### config.mk
export PLATFORM = sky130hd
export DESIGN_NAME = trap_unit_top
export DESIGN_NICKNAME = d
export VERILOG_FILES = /design/src/common/trap_pkg.sv /design/src/interrupt/irq_gateway.sv /design/src/interrupt/irq_arbiter.sv /design/src/design/trap_csr.sv /design/src/exception/exception.sv /design/src/design/trap_unit_top.sv
export SDC_FILE = /design/constraint.sdc
export NUM_CORES = 1
export LEC_CHECK = 0
export BUFFER_PORTS_ARGS = -buffer_cell sky130_fd_sc_hd__clkbuf_2
export CORE_MARGIN = 5
export CORE_UTILIZATION = 54
export CTS_CLUSTER_SIZE = 16
export DETAILED_ROUTE_END_ITERATION = 7
export PLACE_DENSITY_LB_ADDON = 0.2
export SLEW_MARGIN = 20
export SYNTH_ARGS = -nofsm -noshare
export SYNTH_HDL_FRONTEND = slang
export SYNTH_HIERARCHICAL = 1
export SYNTH_SLANG_ARGS = --single-unit
export TNS_END_PERCENT = 10
### constraint.sdc
create_clock -name clk -period 8 [get_ports clk]
set_input_delay 1.2 -clock clk [delete_from_list [all_inputs] [get_ports clk]]
set_output_delay 1.2 -clock clk [all_outputs]
set_load 0.1 [all_outputs]
### src/common/trap_pkg.sv
// shared trap constants and FSM state type, imported by the trap subsystem RTL and testbench
package trap_pkg;

    // register and address width
    parameter int XLEN = 32;

    // machine CSR addresses
    parameter logic [11:0] CSR_MSTATUS = 12'h300;
    parameter logic [11:0] CSR_MIE     = 12'h304;
    parameter logic [11:0] CSR_MTVEC   = 12'h305;
    parameter logic [11:0] CSR_MEPC    = 12'h341;
    parameter logic [11:0] CSR_MCAUSE  = 12'h342;

    // global interrupt enable in mstatus
    parameter int MSTATUS_MIE_BIT = 3;

    // synchronous exception causes
    parameter logic [XLEN-1:0] CAUSE_ECALL  = 32'd11;
    parameter logic [XLEN-1:0] CAUSE_EBREAK = 32'd3;

    // external line n maps to cause 16+n, also its mie bit
    parameter int IRQ_CAUSE_BASE = 16;

    // trap sequencer states
    typedef enum logic [2:0] {
        S_IDLE          = 3'd0,
        S_WRITE_MCAUSE  = 3'd1,
        S_WRITE_MEPC    = 3'd2,
        S_WRITE_MSTATUS = 3'd3,
        S_JUMP          = 3'd4
    } trap_state_t;

endpackage

### src/interrupt/irq_gateway.sv
// one external interrupt line: synchronizer, pending latch and clear on claim, one per line
module irq_gateway (
    input  logic clk,
    input  logic rst_n,
    input  logic irq_i,
    input  logic enable_i,
    input  logic claim_i,
    output logic pending_o
);

    logic [1:0] sync_q;
    logic       pending_q;

    // two-flop synchronizer for the async line
    always_ff @(posedge clk or negedge rst_n) begin
        if (!rst_n) begin
            sync_q <= 2'b00;
        end else begin
            sync_q <= {sync_q[0], irq_i};
        end
    end

    // claim clears first; a still-high line sets it again next cycle
    always_ff @(posedge clk or negedge rst_n) begin
        if (!rst_n) begin
            pending_q <= 1'b0;
        end else if (claim_i) begin
            pending_q <= 1'b0;
        end else if (sync_q[1] && enable_i) begin
            pending_q <= 1'b1;
        end
    end

    // masked, latch kept while disabled
    assign pending_o = pending_q & enable_i;

endmodule

### src/interrupt/irq_arbiter.sv
// fixed-priority pick among pending lines, giving the interrupt cause, vector address and claim
module irq_arbiter
    import trap_pkg::*;
#(
    parameter int NUM_IRQ = 4
) (
    input  logic [NUM_IRQ-1:0] pending_i,
    input  logic [XLEN-1:0]    mtvec_i,
    input  logic               int_ack_i,
    output logic               int_req_o,
    output logic [XLEN-1:0]    int_cause_o,
    output logic [XLEN-1:0]    int_addr_o,
    output logic [NUM_IRQ-1:0] claim_o
);

    logic [4:0]         win_idx;
    logic [NUM_IRQ-1:0] win_onehot;
    logic [XLEN-2:0]    cause_num;

    // walk downward so the lowest pending index is left standing
    always_comb begin
        win_idx    = '0;
        win_onehot = '0;
        for (int i = NUM_IRQ - 1; i >= 0; i--) begin
            if (pending_i[i]) begin
                win_idx    = 5'(i);
                win_onehot = '0;
                win_onehot[i] = 1'b1;
            end
        end
    end

    assign int_req_o = |pending_i;

    assign cause_num   = (XLEN-1)'(IRQ_CAUSE_BASE) + (XLEN-1)'(win_idx);
    assign int_cause_o = {1'b1, cause_num};

    // vectored mode gives base plus 4*cause
    assign int_addr_o = {mtvec_i[XLEN-1:2], 2'b00} + {cause_num[XLEN-3:0], 2'b00};

    assign claim_o = int_ack_i ? win_onehot : '0;

endmodule

### src/design/trap_csr.sv
// machine CSR file with a trap write port (from the sequencer) and a software port (from the pipeline)
module trap_csr
    import trap_pkg::*;
#(
    parameter int NUM_IRQ = 4
) (
    input  logic               clk,
    input  logic               rst_n,

    // trap sequencer port
    input  logic               trap_we_i,
    input  logic [11:0]        trap_waddr_i,
    input  logic [XLEN-1:0]    trap_wdata_i,

    // software access port
    input  logic               sw_we_i,
    input  logic [11:0]        sw_addr_i,
    input  logic [XLEN-1:0]    sw_wdata_i,
    input  logic [11:0]        sw_raddr_i,
    output logic [XLEN-1:0]    sw_rdata_o,

    output logic [XLEN-1:0]    mstatus_o,
    output logic [XLEN-1:0]    mtvec_o,
    output logic [XLEN-1:0]    mepc_o,
    output logic [NUM_IRQ-1:0] mie_en_o
);

    logic [XLEN-1:0] mstatus_q;
    logic [XLEN-1:0] mie_q;
    logic [XLEN-1:0] mtvec_q;
    logic [XLEN-1:0] mepc_q;
    logic [XLEN-1:0] mcause_q;

    logic            wr_en;
    logic [11:0]     wr_addr;
    logic [XLEN-1:0] wr_data;

    // trap port wins, software write dropped on collision
    assign wr_en   = trap_we_i | sw_we_i;
    assign wr_addr = trap_we_i ? trap_waddr_i : sw_addr_i;
    assign wr_data = trap_we_i ? trap_wdata_i : sw_wdata_i;

    always_ff @(posedge clk or negedge rst_n) begin
        if (!rst_n) begin
            mstatus_q <= '0;
            mie_q     <= '0;
            mtvec_q   <= '0;
            mepc_q    <= '0;
            mcause_q  <= '0;
        end else if (wr_en) begin
            case (wr_addr)
                CSR_MSTATUS: mstatus_q <= wr_data;
                CSR_MIE:     mie_q     <= wr_data;
                CSR_MTVEC:   mtvec_q   <= wr_data;
                CSR_MEPC:    mepc_q    <= wr_data;
                CSR_MCAUSE:  mcause_q  <= wr_data;
                default:     ;
            endcase
        end
    end

    // combinational read, unknown addresses give zero
    always_comb begin
        case (sw_raddr_i)
            CSR_MSTATUS: sw_rdata_o = mstatus_q;
            CSR_MIE:     sw_rdata_o = mie_q;
            CSR_MTVEC:   sw_rdata_o = mtvec_q;
            CSR_MEPC:    sw_rdata_o = mepc_q;
            CSR_MCAUSE:  sw_rdata_o = mcause_q;
            default:     sw_rdata_o = '0;
        endcase
    end

    assign mstatus_o = mstatus_q;
    assign mtvec_o   = mtvec_q;
    assign mepc_o    = mepc_q;

    // per-line enables live at mie[16 +: NUM_IRQ]
    assign mie_en_o  = mie_q[IRQ_CAUSE_BASE +: NUM_IRQ];

endmodule

### src/exception/exception.sv
// trap sequencer turning ecall, ebreak and interrupts into CSR writes and a jump, and handling mret
module exception
    import trap_pkg::*;
(
    input  logic            clk,
    input  logic            rst_n,

    // instruction side
    input  logic [XLEN-1:0] inst_addr_i,
    input  logic            inst_valid_i,
    input  logic            ecall_i,
    input  logic            ebreak_i,
    input  logic            mret_i,

    // CSR values
    input  logic [XLEN-1:0] mtvec_i,
    input  logic [XLEN-1:0] mepc_i,
    input  logic [XLEN-1:0] mstatus_i,

    // from the arbiter
    input  logic            int_req_i,
    input  logic [XLEN-1:0] int_cause_i,
    input  logic [XLEN-1:0] int_addr_i,
    output logic            int_ack_o,

    // CSR write port
    output logic            trap_we_o,
    output logic [11:0]     trap_waddr_o,
    output logic [XLEN-1:0] trap_wdata_o,

    // to the pipeline
    output logic            stall_o,
    output logic [XLEN-1:0] jump_addr_o,
    output logic            jump_flag_o
);

    trap_state_t state_q;
    trap_state_t state_d;

    logic            is_int_q;
    logic [XLEN-1:0] cause_q;
    logic [XLEN-1:0] epc_q;
    logic [XLEN-1:0] int_addr_q;

    logic            take_int;
    logic            take_ecall;
    logic            take_ebreak;
    logic            take_mret;
    logic            enter;
    logic [XLEN-1:0] entry_cause;

    // interrupt only if globally enabled
    assign take_int    = int_req_i && mstatus_i[MSTATUS_MIE_BIT];
    assign take_ecall  = inst_valid_i && ecall_i;
    assign take_ebreak = inst_valid_i && ebreak_i;
    assign take_mret   = inst_valid_i && mret_i;

    assign enter = (state_q == S_IDLE) && (take_int || take_ecall || take_ebreak);

    // priority interrupt > ecall > ebreak
    assign entry_cause = take_int   ? int_cause_i :
                         take_ecall ? CAUSE_ECALL : CAUSE_EBREAK;

    assign int_ack_o = (state_q == S_IDLE) && take_int;

    always_comb begin
        state_d      = state_q;
        trap_we_o    = 1'b0;
        trap_waddr_o = '0;
        trap_wdata_o = '0;
        stall_o      = 1'b0;
        jump_addr_o  = '0;
        jump_flag_o  = 1'b0;

        case (state_q)
            S_IDLE: begin
                if (enter) begin
                    stall_o = 1'b1;
                    state_d = S_WRITE_MCAUSE;
                end else if (take_mret) begin
                    // return now, re-enable interrupts
                    jump_flag_o  = 1'b1;
                    jump_addr_o  = mepc_i;
                    trap_we_o    = 1'b1;
                    trap_waddr_o = CSR_MSTATUS;
                    trap_wdata_o = mstatus_i;
                    trap_wdata_o[MSTATUS_MIE_BIT] = 1'b1;
                end
            end
            S_WRITE_MCAUSE: begin
                stall_o      = 1'b1;
                trap_we_o    = 1'b1;
                trap_waddr_o = CSR_MCAUSE;
                trap_wdata_o = cause_q;
                state_d      = S_WRITE_MEPC;
            end
            S_WRITE_MEPC: begin
                stall_o      = 1'b1;
                trap_we_o    = 1'b1;
                trap_waddr_o = CSR_MEPC;
                trap_wdata_o = epc_q;
                state_d      = S_WRITE_MSTATUS;
            end
            S_WRITE_MSTATUS: begin
                stall_o      = 1'b1;
                trap_we_o    = 1'b1;
                trap_waddr_o = CSR_MSTATUS;
                trap_wdata_o = mstatus_i;
                trap_wdata_o[MSTATUS_MIE_BIT] = 1'b0;
                state_d      = S_JUMP;
            end
            S_JUMP: begin
                jump_flag_o = 1'b1;
                jump_addr_o = is_int_q ? int_addr_q : mtvec_i;
                state_d     = S_IDLE;
            end
            default: state_d = S_IDLE;
        endcase
    end

    always_ff @(posedge clk or negedge rst_n) begin
        if (!rst_n) begin
            state_q  <= S_IDLE;
            is_int_q <= 1'b0;
        end else begin
            state_q <= state_d;
            if (enter) begin
                is_int_q <= take_int;
            end
        end
    end

    // trap payload captured on entry
    always_ff @(posedge clk) begin
        if (enter) begin
            cause_q    <= entry_cause;
            epc_q      <= inst_addr_i;
            int_addr_q <= int_addr_i;
        end
    end

endmodule

### src/design/trap_unit_top.sv
// trap subsystem top: CSR file, interrupt gateways, arbiter and sequencer, driven by the pipeline
module trap_unit_top
    import trap_pkg::*;
#(
    parameter int NUM_IRQ = 4
) (
    input  logic               clk,
    input  logic               rst_n,

    input  logic [XLEN-1:0]    inst_addr_i,
    input  logic               inst_valid_i,
    input  logic               ecall_i,
    input  logic               ebreak_i,
    input  logic               mret_i,

    input  logic [NUM_IRQ-1:0] irq_i,

    input  logic               sw_we_i,
    input  logic [11:0]        sw_addr_i,
    input  logic [XLEN-1:0]    sw_wdata_i,
    input  logic [11:0]        sw_raddr_i,
    output logic [XLEN-1:0]    sw_rdata_o,

    output logic               stall_o,
    output logic               jump_flag_o,
    output logic [XLEN-1:0]    jump_addr_o
);

    logic [NUM_IRQ-1:0] mie_en;
    logic [NUM_IRQ-1:0] pending;
    logic [NUM_IRQ-1:0] claim;

    logic [XLEN-1:0]    mstatus;
    logic [XLEN-1:0]    mtvec;
    logic [XLEN-1:0]    mepc;

    logic               int_req;
    logic               int_ack;
    logic [XLEN-1:0]    int_cause;
    logic [XLEN-1:0]    int_addr;

    logic               trap_we;
    logic [11:0]        trap_waddr;
    logic [XLEN-1:0]    trap_wdata;

    trap_csr #(
        .NUM_IRQ(NUM_IRQ)
    ) trap_csr_i (
        .clk          (clk),
        .rst_n        (rst_n),
        .trap_we_i    (trap_we),
        .trap_waddr_i (trap_waddr),
        .trap_wdata_i (trap_wdata),
        .sw_we_i      (sw_we_i),
        .sw_addr_i    (sw_addr_i),
        .sw_wdata_i   (sw_wdata_i),
        .sw_raddr_i   (sw_raddr_i),
        .sw_rdata_o   (sw_rdata_o),
        .mstatus_o    (mstatus),
        .mtvec_o      (mtvec),
        .mepc_o       (mepc),
        .mie_en_o     (mie_en)
    );

    // one gateway per external line
    for (genvar n = 0; n < NUM_IRQ; n++) begin : g_gateway
        irq_gateway irq_gateway_i (
            .clk       (clk),
            .rst_n     (rst_n),
            .irq_i     (irq_i[n]),
            .enable_i  (mie_en[n]),
            .claim_i   (claim[n]),
            .pending_o (pending[n])
        );
    end

    irq_arbiter #(
        .NUM_IRQ(NUM_IRQ)
    ) irq_arbiter_i (
        .pending_i   (pending),
        .mtvec_i     (mtvec),
        .int_ack_i   (int_ack),
        .int_req_o   (int_req),
        .int_cause_o (int_cause),
        .int_addr_o  (int_addr),
        .claim_o     (claim)
    );

    exception exception_i (
        .clk          (clk),
        .rst_n        (rst_n),
        .inst_addr_i  (inst_addr_i),
        .inst_valid_i (inst_valid_i),
        .ecall_i      (ecall_i),
        .ebreak_i     (ebreak_i),
        .mret_i       (mret_i),
        .mtvec_i      (mtvec),
        .mepc_i       (mepc),
        .mstatus_i    (mstatus),
        .int_req_i    (int_req),
        .int_cause_i  (int_cause),
        .int_addr_i   (int_addr),
        .int_ack_o    (int_ack),
        .trap_we_o    (trap_we),
        .trap_waddr_o (trap_waddr),
        .trap_wdata_o (trap_wdata),
        .stall_o      (stall_o),
        .jump_addr_o  (jump_addr_o),
        .jump_flag_o  (jump_flag_o)
    );

endmodule

# Word-level counts from Yosys, hierarchy flattened
# Index checks and enable logic that the tools add are counted.
[classes]
add_sub_neg = 2
n_mul = 0
n_div = 0
magnitude_cmp = 0
n_eq_ne = 15
n_shift = 0
muxes = 40
bitwise = 5
n_reduce_logical = 24
[op_table]
columns = ["operator", "n"]
rows = [
  ["32-bit 2-to-1 mux", 6],
  ["32-bit case mux with 5 select lines", 1],
  ["32-bit case mux with 4 select lines", 1],
  ["12-bit by 10-bit == test with 1-bit output (second input constant)", 10],
  ["32-bit case mux with 2 select lines", 1],
  ["12-bit case mux with 4 select lines", 1],
  ["32-bit adder", 1],
  ["31-bit 2-to-1 mux", 1],
  ["12-bit 2-to-1 mux", 2],
  ["4-bit 2-to-1 mux", 6],
  ["3-bit case mux with 4 select lines", 1],
  ["1-bit 2-to-1 mux", 11],
  ["1-bit logical AND", 10],
  ["10-bit 2-to-1 mux", 1],
  ["2-bit AND reduction", 5],
  ["2-bit 2-to-1 mux", 4],
  ["2-bit nonzero test", 4],
  ["5-bit by 2-bit adder with 6-bit output (first input constant)", 1],
  ["3-bit by 2-bit == test with 1-bit output (second input constant)", 2],
  ["1-bit case mux with 2 select lines", 3],
  ["1-bit bitwise AND", 4],
  ["4-bit OR reduction", 1],
  ["3-bit by 1-bit == test with 1-bit output (second input constant)", 1],
  ["3-bit == test (second input constant)", 1],
  ["other kinds (6)", 7],
]
[totals]
regBits = 272
latch_bits = 0
mem_bits_rw = 0
rom_bits = 0
out_inout_bits = 66
elab_cells = 105
n_memories = 0

# Logic depth before layout (Yosys ltp)
# Gate-level depths: netlist of the first run.
[logic_depth]
word_depth = 11
mapped_depth = 14
ltp_nobuf = 10

# Cells and area by module
# Netlist of the first run, hierarchy kept.
[by_module_without_submodules]
columns = ["mod", "instances", "cells_per_inst", "area_each_um2"]
rows = [
  ["trap_csr", 1, 583, 7856.3],
  ["exception", 1, 474, 5449.0],
  ["irq_arbiter", 1, 124, 893.4],
  ["irq_gateway", 4, 6, 90.1],
]

# Worst setup path before layout of the first run
# OpenSTA, ideal clock, no wires.
[synth_timing]
path_type = "input to register"
from = "input ecall_i"
to = "register exception_i.cause_q[0] (enable)"
arrival_ps = 8479
required_ps = 7305
path_slack_ps = -1174
path_stages = 2
path_cell_list = "o21ai_0 > a211oi_1"
[synth_between]
elab_chain_cells = 4
[synth_lines]
columns = ["item", "line", "text"]
rows = [
  ["from (decl)", "trap_unit_top.sv:12", "input logic ecall_i,"],
  ["1-bit logical AND", "exception.sv:54", "assign take_ecall = inst_valid_i && ecall_i;"],
  ["1-bit logical OR (2 in series)", "exception.sv:58", "assign enter = (state_q == S_IDLE) && (take_int || take_ecall || take_ebreak);"],
  ["1-bit logical AND", "exception.sv:58", ""],
  ["named net exception_i.enter", "exception.sv:49", "logic enter;"],
  ["to (signal assigned)", "exception.sv:136", "cause_q <= entry_cause;"],
  ["to (decl)", "exception.sv:41", "logic [XLEN-1:0] cause_q;"],
]
# The timed path passes the listed nets, and every way through them passes these cells.
# A chain may end at the register's enable or synchronous reset.

# Worst setup path after layout of the first run
[layout_timing]
from = "input sw_raddr_i[11]"
to = "output sw_rdata_o[4]"
[layout_between]
elab_chain_cells = 2
[layout_lines]
columns = ["item", "line", "text"]
rows = [
  ["from (decl)", "trap_unit_top.sv:21", "input logic [11:0] sw_raddr_i,"],
  ["12-bit by 10-bit == test with 1-bit output", "trap_csr.sv:64", "case (sw_raddr_i)"],
  ["32-bit case mux with 5 select lines *", "trap_csr.sv:64", ""],
  ["to (decl)", "trap_unit_top.sv:22", "output logic [XLEN-1:0] sw_rdata_o,"],
]
# Every way passes the cells marked *; elsewhere a longest branch is shown, timed or not.

==> results of run 1 <==
## stage by stage
step / setup WS, ns / util / cells
2_1_floorplan: 2.17 / - / 1241
3_3_place_gp: 3.02 / 0.574 / 1631
3_5_place_dp: 2.94 / 0.574 / 1631
4_1_cts: 2.94 / 0.610 / 1687
5_1_grt: 2.85 / 0.611 / 1687
6_report: 2.94 / 0.611 / 1687
## sequential cells by signal (all words and copies together) (netlist names)
register and cells:
g_gateway.irq_gateway_i/pending_q 4, trap_csr_i/mcause_q 32, exception_i/is_int_q 1, g_gateway.irq_gateway_i/sync_q 8, trap_csr_i/mie_q 32, exception_i/cause_q 32
exception_i/epc_q 32, exception_i/state_q 3, trap_csr_i/mepc_o 32, exception_i/int_addr_q 32, trap_csr_i/mtvec_o 32, trap_csr_i/mstatus_o 32
## Yosys cell counts (38+ instances only)
| cell type | number | area (um2) |
|---|---|---|
| sky130_fd_sc_hd__mux2_2 | 189 | 2130 |
| sky130_fd_sc_hd__dfrtp_1 | 176 | 4400 |
| sky130_fd_sc_hd__edfxtp_1 | 96 | 2880 |
| sky130_fd_sc_hd__nand2_1 | 71 | 267 |
| sky130_fd_sc_hd__buf_4 | 55 | 413 |
| sky130_fd_sc_hd__mux2_1 | 50 | 563 |
| sky130_fd_sc_hd__mux2i_1 | 49 | 490 |
| sky130_fd_sc_hd__o22ai_1 | 45 | 282 |
| sky130_fd_sc_hd__a21oi_1 | 39 | 195 |
| sky130_fd_sc_hd__clkbuf_1 | 39 | 146 |
| sky130_fd_sc_hd__nand3_1 | 39 | 195 |
| sky130_fd_sc_hd__and3_1 | 38 | 238 |
## layout make-up
class | count | share of cell area
clock buffer | 51 | 0.0559
clock inverter | 5 | 0.00307
inverter | 22 | 0.00506
multi-input combinational | 809 | 0.402
sequential | 272 | 0.447
tap | 341 | 0.0261
timing repair buffer | 187 | 0.0615
## critical path, stage by stage
cell and delay, ns:
sky130_fd_sc_hd__clkbuf_2 0.08, sky130_fd_sc_hd__or4b_1 0.71, sky130_fd_sc_hd__nor2_1 0.96, sky130_fd_sc_hd__a22oi_1 0.25
sky130_fd_sc_hd__o22ai_1 0.18, sky130_fd_sc_hd__clkbuf_2 0.48
## layout by cell type, fill, tap and decap left out, drive strengths merged, types with 22 or more instances in the layout
cell / Yosys / layout
buf: 99 / 24
dfrtp: 176 / 176
inv: 22 / 22
and3: 38 / 38
conb: 3 / 39
nand2: 71 / 71
clkbuf: 39 / 214
mux2i: 50 / 50
a21o: 32 / 32
nand4b: 32 / 32
a22oi: 28 / 28
nor2: 22 / 22
o22ai: 45 / 45
a21oi: 39 / 39
mux2: 239 / 239
nand3: 40 / 40
edfxtp: 96 / 96
## report_power, final
group,internal [mW],total (mW),switching (mW)
Clock,0.801,1.33,0.534
Combinational,0.411,1.21,0.800
Sequential,1.60,1.66,0.0638
## path summary, 6_finish.rpt
| check | startpoint | end |
|---|---|---|
| worst max-delay path | sw_raddr_i[11] | sw_rdata_o[4] |
| worst min-delay path | g_gateway[1].irq_gateway_i/sync_q[0] | g_gateway[1].irq_gateway_i/sync_q[1] |
| worst max register to register | exception_i/state_q[1] | trap_csr_i/mie_q[24] |
| worst min register to register | g_gateway[1].irq_gateway_i/sync_q[0] | g_gateway[1].irq_gateway_i/sync_q[1] |
| max in group asynchronous | rst_n | exception_i/state_q[1] |
| min in group asynchronous | rst_n | trap_csr_i/mstatus_o[12] |
## routing by layer
layer,wire (um),vias up,GRT usage
li1,-,4652,-
met1,17600,5105,0.378
met2,16900,424,0.367
met3,2690,67,0.0359
met4,1020,0,0.0673
met5,0,-,0
## cells by family (layout without fill, tap and decap cells)
kind of cell,after synthesis,in the layout,synth area share
fa+ha+maj,3,3,0.00309
other cells,3,39,0.000773
simple gates,256,256,0.105
xor+xnor,28,28,0.0168
compound gates,194,194,0.0917
flops,272,272,0.501
buf+inv,160,265,0.0622
mux,289,289,0.220
==> summary.md, run 1 <==
| Metric | Value |
|---|---|
| Clock Skew | `0.0113 ns` |
| Number of placement rows | `60` |
| Clock period minus final worst setup slack | `5.06 ns` |
| Effective utilization at floorplan | `0.545` |
| Least-Margin Pin Slew | `1.17 ns` |
| Critical Path Fanout Max | `14` |
| Worst min-delay path category | `reg2reg` |
| Share of synthesized area occupied by flip-flops and latches | `0.501` |
| Number of fill cells in the layout | `2187` |
| Total power after layout | `4.21 mW` |
| Power density of the placed cells | `258 mW/mm2` |
| Top flip-flop cell by instance count after synthesis | `sky130_fd_sc_hd__dfrtp_1` |
| Worst setup path category | `in2out` |
| CTS tree | `built` |
| Pin count of the biggest net entering global routing | `93` |
| Placer Congestion | `0.868` |
| Number of setup violations in the final report | `0` |
| Async SR Flop Fraction | `0.647` |
| Detailed placement HPWL | `26000 um` |
| Quantity of I/O buffers inserted on ports | `164` |
| Slack of the worst reg-to-reg path | `3.24 ns` |
| Clk Tree Root Cell | `sky130_fd_sc_hd__clkbuf_16` |
| Placeable core area | `0.0267 mm2` |
| Post-Synthesis Cells | `1205` |
| Design area | `0.0163 mm2` |
| Total number of yosys warnings | `6` |
| Setup repair bufs after CTS | `0` |
| Type of origin of the critical path | `primary input` |
| Clock transition time at the flip-flop clock pins of the worst setup and hold paths | `0.06 ns` |
| Area overhead of the layout relative to synthesis | `12.1%` |
| LEAKAGE | `7.63 nW` |
| CP Data Required Time | `6.80 ns` |
| Count of flip-flops with a built-in enable after synthesis | `96` |
| Peak supply drop | `0.234 mV` |
| WHS Path Cells | `0` |
| Horizontal die dimension | `174 um` |
| Count of nets left with antenna violations after detail routing | `0` |
| Iteration-0 DRC count of the detailed router | `862` |
| Num ports | `165` |
| Wire length per cell after detailed routing | `22.6 um` |
| Worst reg2reg path depth | `10` |
| Total inserted antenna cells | `0` |
| Fin. Hold Viols | `0` |
| Post-CTS Hold Fix Bufs | `0` |
| Placed cell areas | `0.0154 mm2` |
| Initial antenna violation count | `0` |
| Post-Synthesis Mean Instance Area | `12.1 um2` |
| Total number of vias | `10248` |
| Max-cap violations | `0` |
| Remaining DRCs | `0` |
| Insertion delay to the later sink of the worst-skew pair | `0.55 ns` |
| Maximum frequency from static timing analysis | `0.198 GHz` |
| Post-layout net count | `1424` |
| Ratio of final minimum period to clock period | `0.633` |
| Critical path arrival | `3.86 ns` |
| Worst relative slew slack | `0.216` |
| Detailed-routing iteration count for the pre-antenna-repair pass | `6` |
| Area taken by flip-flops and latches | `0.00729 mm2` |
| Final routed wirelength across all metal layers | `38200 um` |
| Average vias per placed instance | `6.07` |
| Number of global-route vias before repair | `9961` |
| Number of H-tree levels | `1` |
| Worst hold slack | `0.348 ns` |
| Total standard cell area after synthesis | `0.0146 mm2` |
| Multi-input combinational cell area | `0.00655 mm2` |
| Unrepaired setup endpoints after global routing | `false` |
| Nature of the critical path endpoint | `primary output` |
| Global route overflow | `0` |
| Sum Neg Setup Slack | `0 ns` |
| Final-report max-slew violation count | `0` |
| Die footprint | `0.0303 mm2` |
| Share of layout cells above drive strength 1 | `0.330` |
| Netlist cell types | `55` |
| Clock sink total | `272` |
| Global-route wire length before repair | `59600 um` |
| Result of the run | `complete, no violations` |
| Overall global routing resource usage | `0.246` |
| Register bit count reported by yosys | `272` |
| Number of buffers inserted during clock tree synthesis | `30` |
| Post-CTS Resized | `0` |
| Maximum clock path buffer count | `3` |
| Die height | `174 um` |
Power figures use the tool's default switching activity.
==> inputs of run 2 (changes only) <==
- CORE_UTILIZATION: 54 -> 60
- clock period: 8 -> 5.2 ns (I/O delays scaled with it)
==> run 2 against run 1 <==
Worst setup slack got worse by 1.8 ns. Register-to-register slack worse by 1.8 ns. Cell count shrank 1.0%. Clock power grew 47%. Flip-flop and latch count unchanged. Largest power group unchanged. Hold slack worse by 0.046 ns. Total power rose by 52%. Critical path depth rose by 3. Count of clock-buffer cells in the layout decreased by 9.
==> summary.md, run 2 (synthesis results as in run 1) <==
| Metric | Value |
|---|---|
| Result of the run | `complete, no violations (unchanged)` |
| Max-cap violations | `0 (unchanged)` |
| Fin. Hold Viols | `0 (unchanged)` |
| Num ports | `165 (unchanged)` |
| Number of placement rows | `57 (was 60)` |
| Post-CTS Hold Fix Bufs | `0 (unchanged)` |
| Total number of vias | `10347 (was 10248)` |
| Power density of the placed cells | `392 mW/mm2 (was 258 mW/mm2)` |
| Least-Margin Pin Slew | `0.912 ns (was 1.17 ns)` |
| Number of setup violations in the final report | `0 (unchanged)` |
| Clock sink total | `272 (unchanged)` |
| Ratio of final minimum period to clock period | `0.780` |
| Type of origin of the critical path | `flip-flop (was primary input)` |
| Initial antenna violation count | `0 (unchanged)` |
| Unrepaired setup endpoints after global routing | `false (unchanged)` |
| Remaining DRCs | `0 (unchanged)` |
| Placer Congestion | `0.910 (was 0.868)` |
| Effective utilization at floorplan | `0.604 (was 0.545)` |
| Critical Path Fanout Max | `42 (was 14)` |
| Worst min-delay path category | `in2async (was reg2reg)` |
| Horizontal die dimension | `166 um (was 174 um)` |
| Area overhead of the layout relative to synthesis | `11.7% (was 12.1%)` |
| Die footprint | `0.0275 mm2 (was 0.0303 mm2)` |
| Overall global routing resource usage | `0.267 (was 0.246)` |
| Detailed-routing iteration count for the pre-antenna-repair pass | `8 (was 6)` |
| Number of buffers inserted during clock tree synthesis | `29 (was 30)` |
| Most common cell after layout, fill and taps aside | `sky130_fd_sc_hd__mux2_2 (unchanged)` |
| Total power after layout | `6.38 mW (was 4.21 mW)` |
| Sum Neg Setup Slack | `0 ns (unchanged)` |
| LEAKAGE | `7.64 nW (was 7.63 nW)` |
| Critical path arrival | `3.28 ns (was 3.86 ns)` |
| Clock period minus final worst setup slack | `4.06 ns` |
| Critical-path cell with the highest stage delay | `sky130_fd_sc_hd__clkbuf_2 (was sky130_fd_sc_hd__nor2_1)` |
| Final-report max-slew violation count | `0 (unchanged)` |
| Worst relative slew slack | `0.392 (was 0.216)` |
| Nature of the critical path endpoint | `primary output (unchanged)` |
| Worst setup path category | `reg2out (was in2out)` |
| Quantity of I/O buffers inserted on ports | `164 (unchanged)` |
| Detailed placement HPWL | `25900 um (was 26000 um)` |
| Average vias per placed instance | `6.20 (was 6.07)` |
| Cell-by-cell listing of the critical path | `and2_1 > nor2_1 > nand2_1 > buf_4 > nand2_1 > buf_4 > nand4b_1 > a21oi_1 > clkbuf_2 (was clkbuf_2 > or4b_1 > nor2_1 > a22oi_1 > o22ai_1 > clkbuf_2)` |
| Placeable core area | `0.0241 mm2 (was 0.0267 mm2)` |
| Setup repair bufs after CTS | `0 (unchanged)` |
| Number of H-tree levels | `1 (unchanged)` |
| Iteration-0 DRC count of the detailed router | `1126 (was 862)` |
| CP Data Required Time | `4.42 ns (was 6.80 ns)` |
| Clk Tree Root Cell | `sky130_fd_sc_hd__clkbuf_16 (unchanged)` |
| Pin count of the biggest net entering global routing | `93 (unchanged)` |
| Insertion delay to the later sink of the worst-skew pair | `0.54 ns (was 0.55 ns)` |
| Global-route wire length before repair | `59400 um (was 59600 um)` |
| Share of layout cells above drive strength 1 | `0.334 (was 0.330)` |
| CTS tree | `built (unchanged)` |
| Post-layout net count | `1426 (was 1424)` |
| Maximum frequency from static timing analysis | `0.247 GHz` |
| Count of nets left with antenna violations after detail routing | `0 (unchanged)` |
| Wire length per cell after detailed routing | `22.6 um (about the same)` |
| Final routed wirelength across all metal layers | `37800 um (was 38200 um)` |
| Global route overflow | `0 (unchanged)` |
| Most frequent cells in the layout | `189 x sky130_fd_sc_hd__mux2_2, 174 x sky130_fd_sc_hd__dfrtp_1, 163 x sky130_fd_sc_hd__clkbuf_2 (unchanged)` |
| Peak supply drop | `0.323 mV (was 0.234 mV)` |
| Clock Skew | `0.0101 ns (was 0.0113 ns)` |
| Worst hold slack | `0.301 ns (was 0.348 ns)` |
| Highest cell delay on the worst timing path | `0.52 ns (was 0.96 ns)` |
| Post-CTS Resized | `0 (unchanged)` |
| Die height | `166 um (was 174 um)` |
| Maximum clock path buffer count | `3 (unchanged)` |
| Number of global-route vias before repair | `10176 (was 9961)` |
| Clock transition time at the flip-flop clock pins of the worst setup and hold paths | `0.06 ns (about the same)` |
==> run 2: cell count changes in the layout (fill, tap and decap cells not counted) <==
cell	previous run	this run
sky130_fd_sc_hd__buf_6	2	1
sky130_fd_sc_hd__diode_2	0	1
sky130_fd_sc_hd__and4b_1	0	1
sky130_fd_sc_hd__buf_12	0	1
sky130_fd_sc_hd__clkbuf_8	4	3
sky130_fd_sc_hd__bufinv_16	1	0
sky130_fd_sc_hd__buf_4	22	25
sky130_fd_sc_hd__clkbuf_16	32	31
sky130_fd_sc_hd__clkbuf_1	15	8
sky130_fd_sc_hd__clkinv_2	4	9
sky130_fd_sc_hd__clkinv_4	0	1
sky130_fd_sc_hd__and4b_2	1	0
==> run 2: critical path, delay by kind of cell (launching register included) <==
kind,cells,cell delay [ns]
flops,1,0.41
buf+inv,3,1.23
compound gates,1,0.31
simple gates,5,0.74
==> run 2: per-stage QoR <==
stage          cell area, um2  std cells  utilization  worst slack [ns]
5_1_grt                 16300       1669        0.675              1.02
3_5_place_dp            15400       1617        0.637              1.26
4_1_cts                 16300       1669        0.675              1.17
6_report                16300       1670        0.675              1.14
3_3_place_gp            15400       1617        0.637              1.34
2_1_floorplan           14700       1241            -             0.798
==> run 2: path summary, 6_finish.rpt <==
check | slack [ns] | end | startpoint | cells after the start
max in group asynchronous | 3.93 | trap_csr_i/mepc_o[15] | rst_n | 2
setup / recovery | 1.14 | jump_addr_o[2] | trap_csr_i/mie_q[16] | 9
setup reg to reg | 1.42 | trap_csr_i/mepc_o[24] | trap_csr_i/mie_q[16] | 12
min in group clk | 0.35 | g_gateway[2].irq_gateway_i/sync_q[1] | g_gateway[2].irq_gateway_i/sync_q[0] | 0
hold reg to reg | 0.35 | g_gateway[2].irq_gateway_i/sync_q[1] | g_gateway[2].irq_gateway_i/sync_q[0] | 0
hold / removal | 0.30 | trap_csr_i/mtvec_o[21] | rst_n | 1
==> run 2: area by class of cell <==
cell class              count  area, um2
clock inverters            10       53.8
diodes                      1       2.50
repair buffers            190       1030
multi-input cells         809       6550
flip-flops and latches    272       7290
well taps                 324        405
fillers                  1814       7840
inverters                  22       82.6
clock buffers              42        847
==> run 2: per-layer routing <==
layer	wire (um)	GRT usage	vias to the layer above
met4	896	0.0671	0
met3	2720	0.0398	66
met2	17000	0.400	443
li1	-	-	4647
met5	0	0	-
met1	17200	0.413	5191
==> run 2: power breakdown <==
part / total, mW / switching [mW] / internal [mW]
sequential: 2.56 / 0.101 / 2.46
combinational: 1.87 / 1.24 / 0.633
clock: 1.95 / 0.822 / 1.13
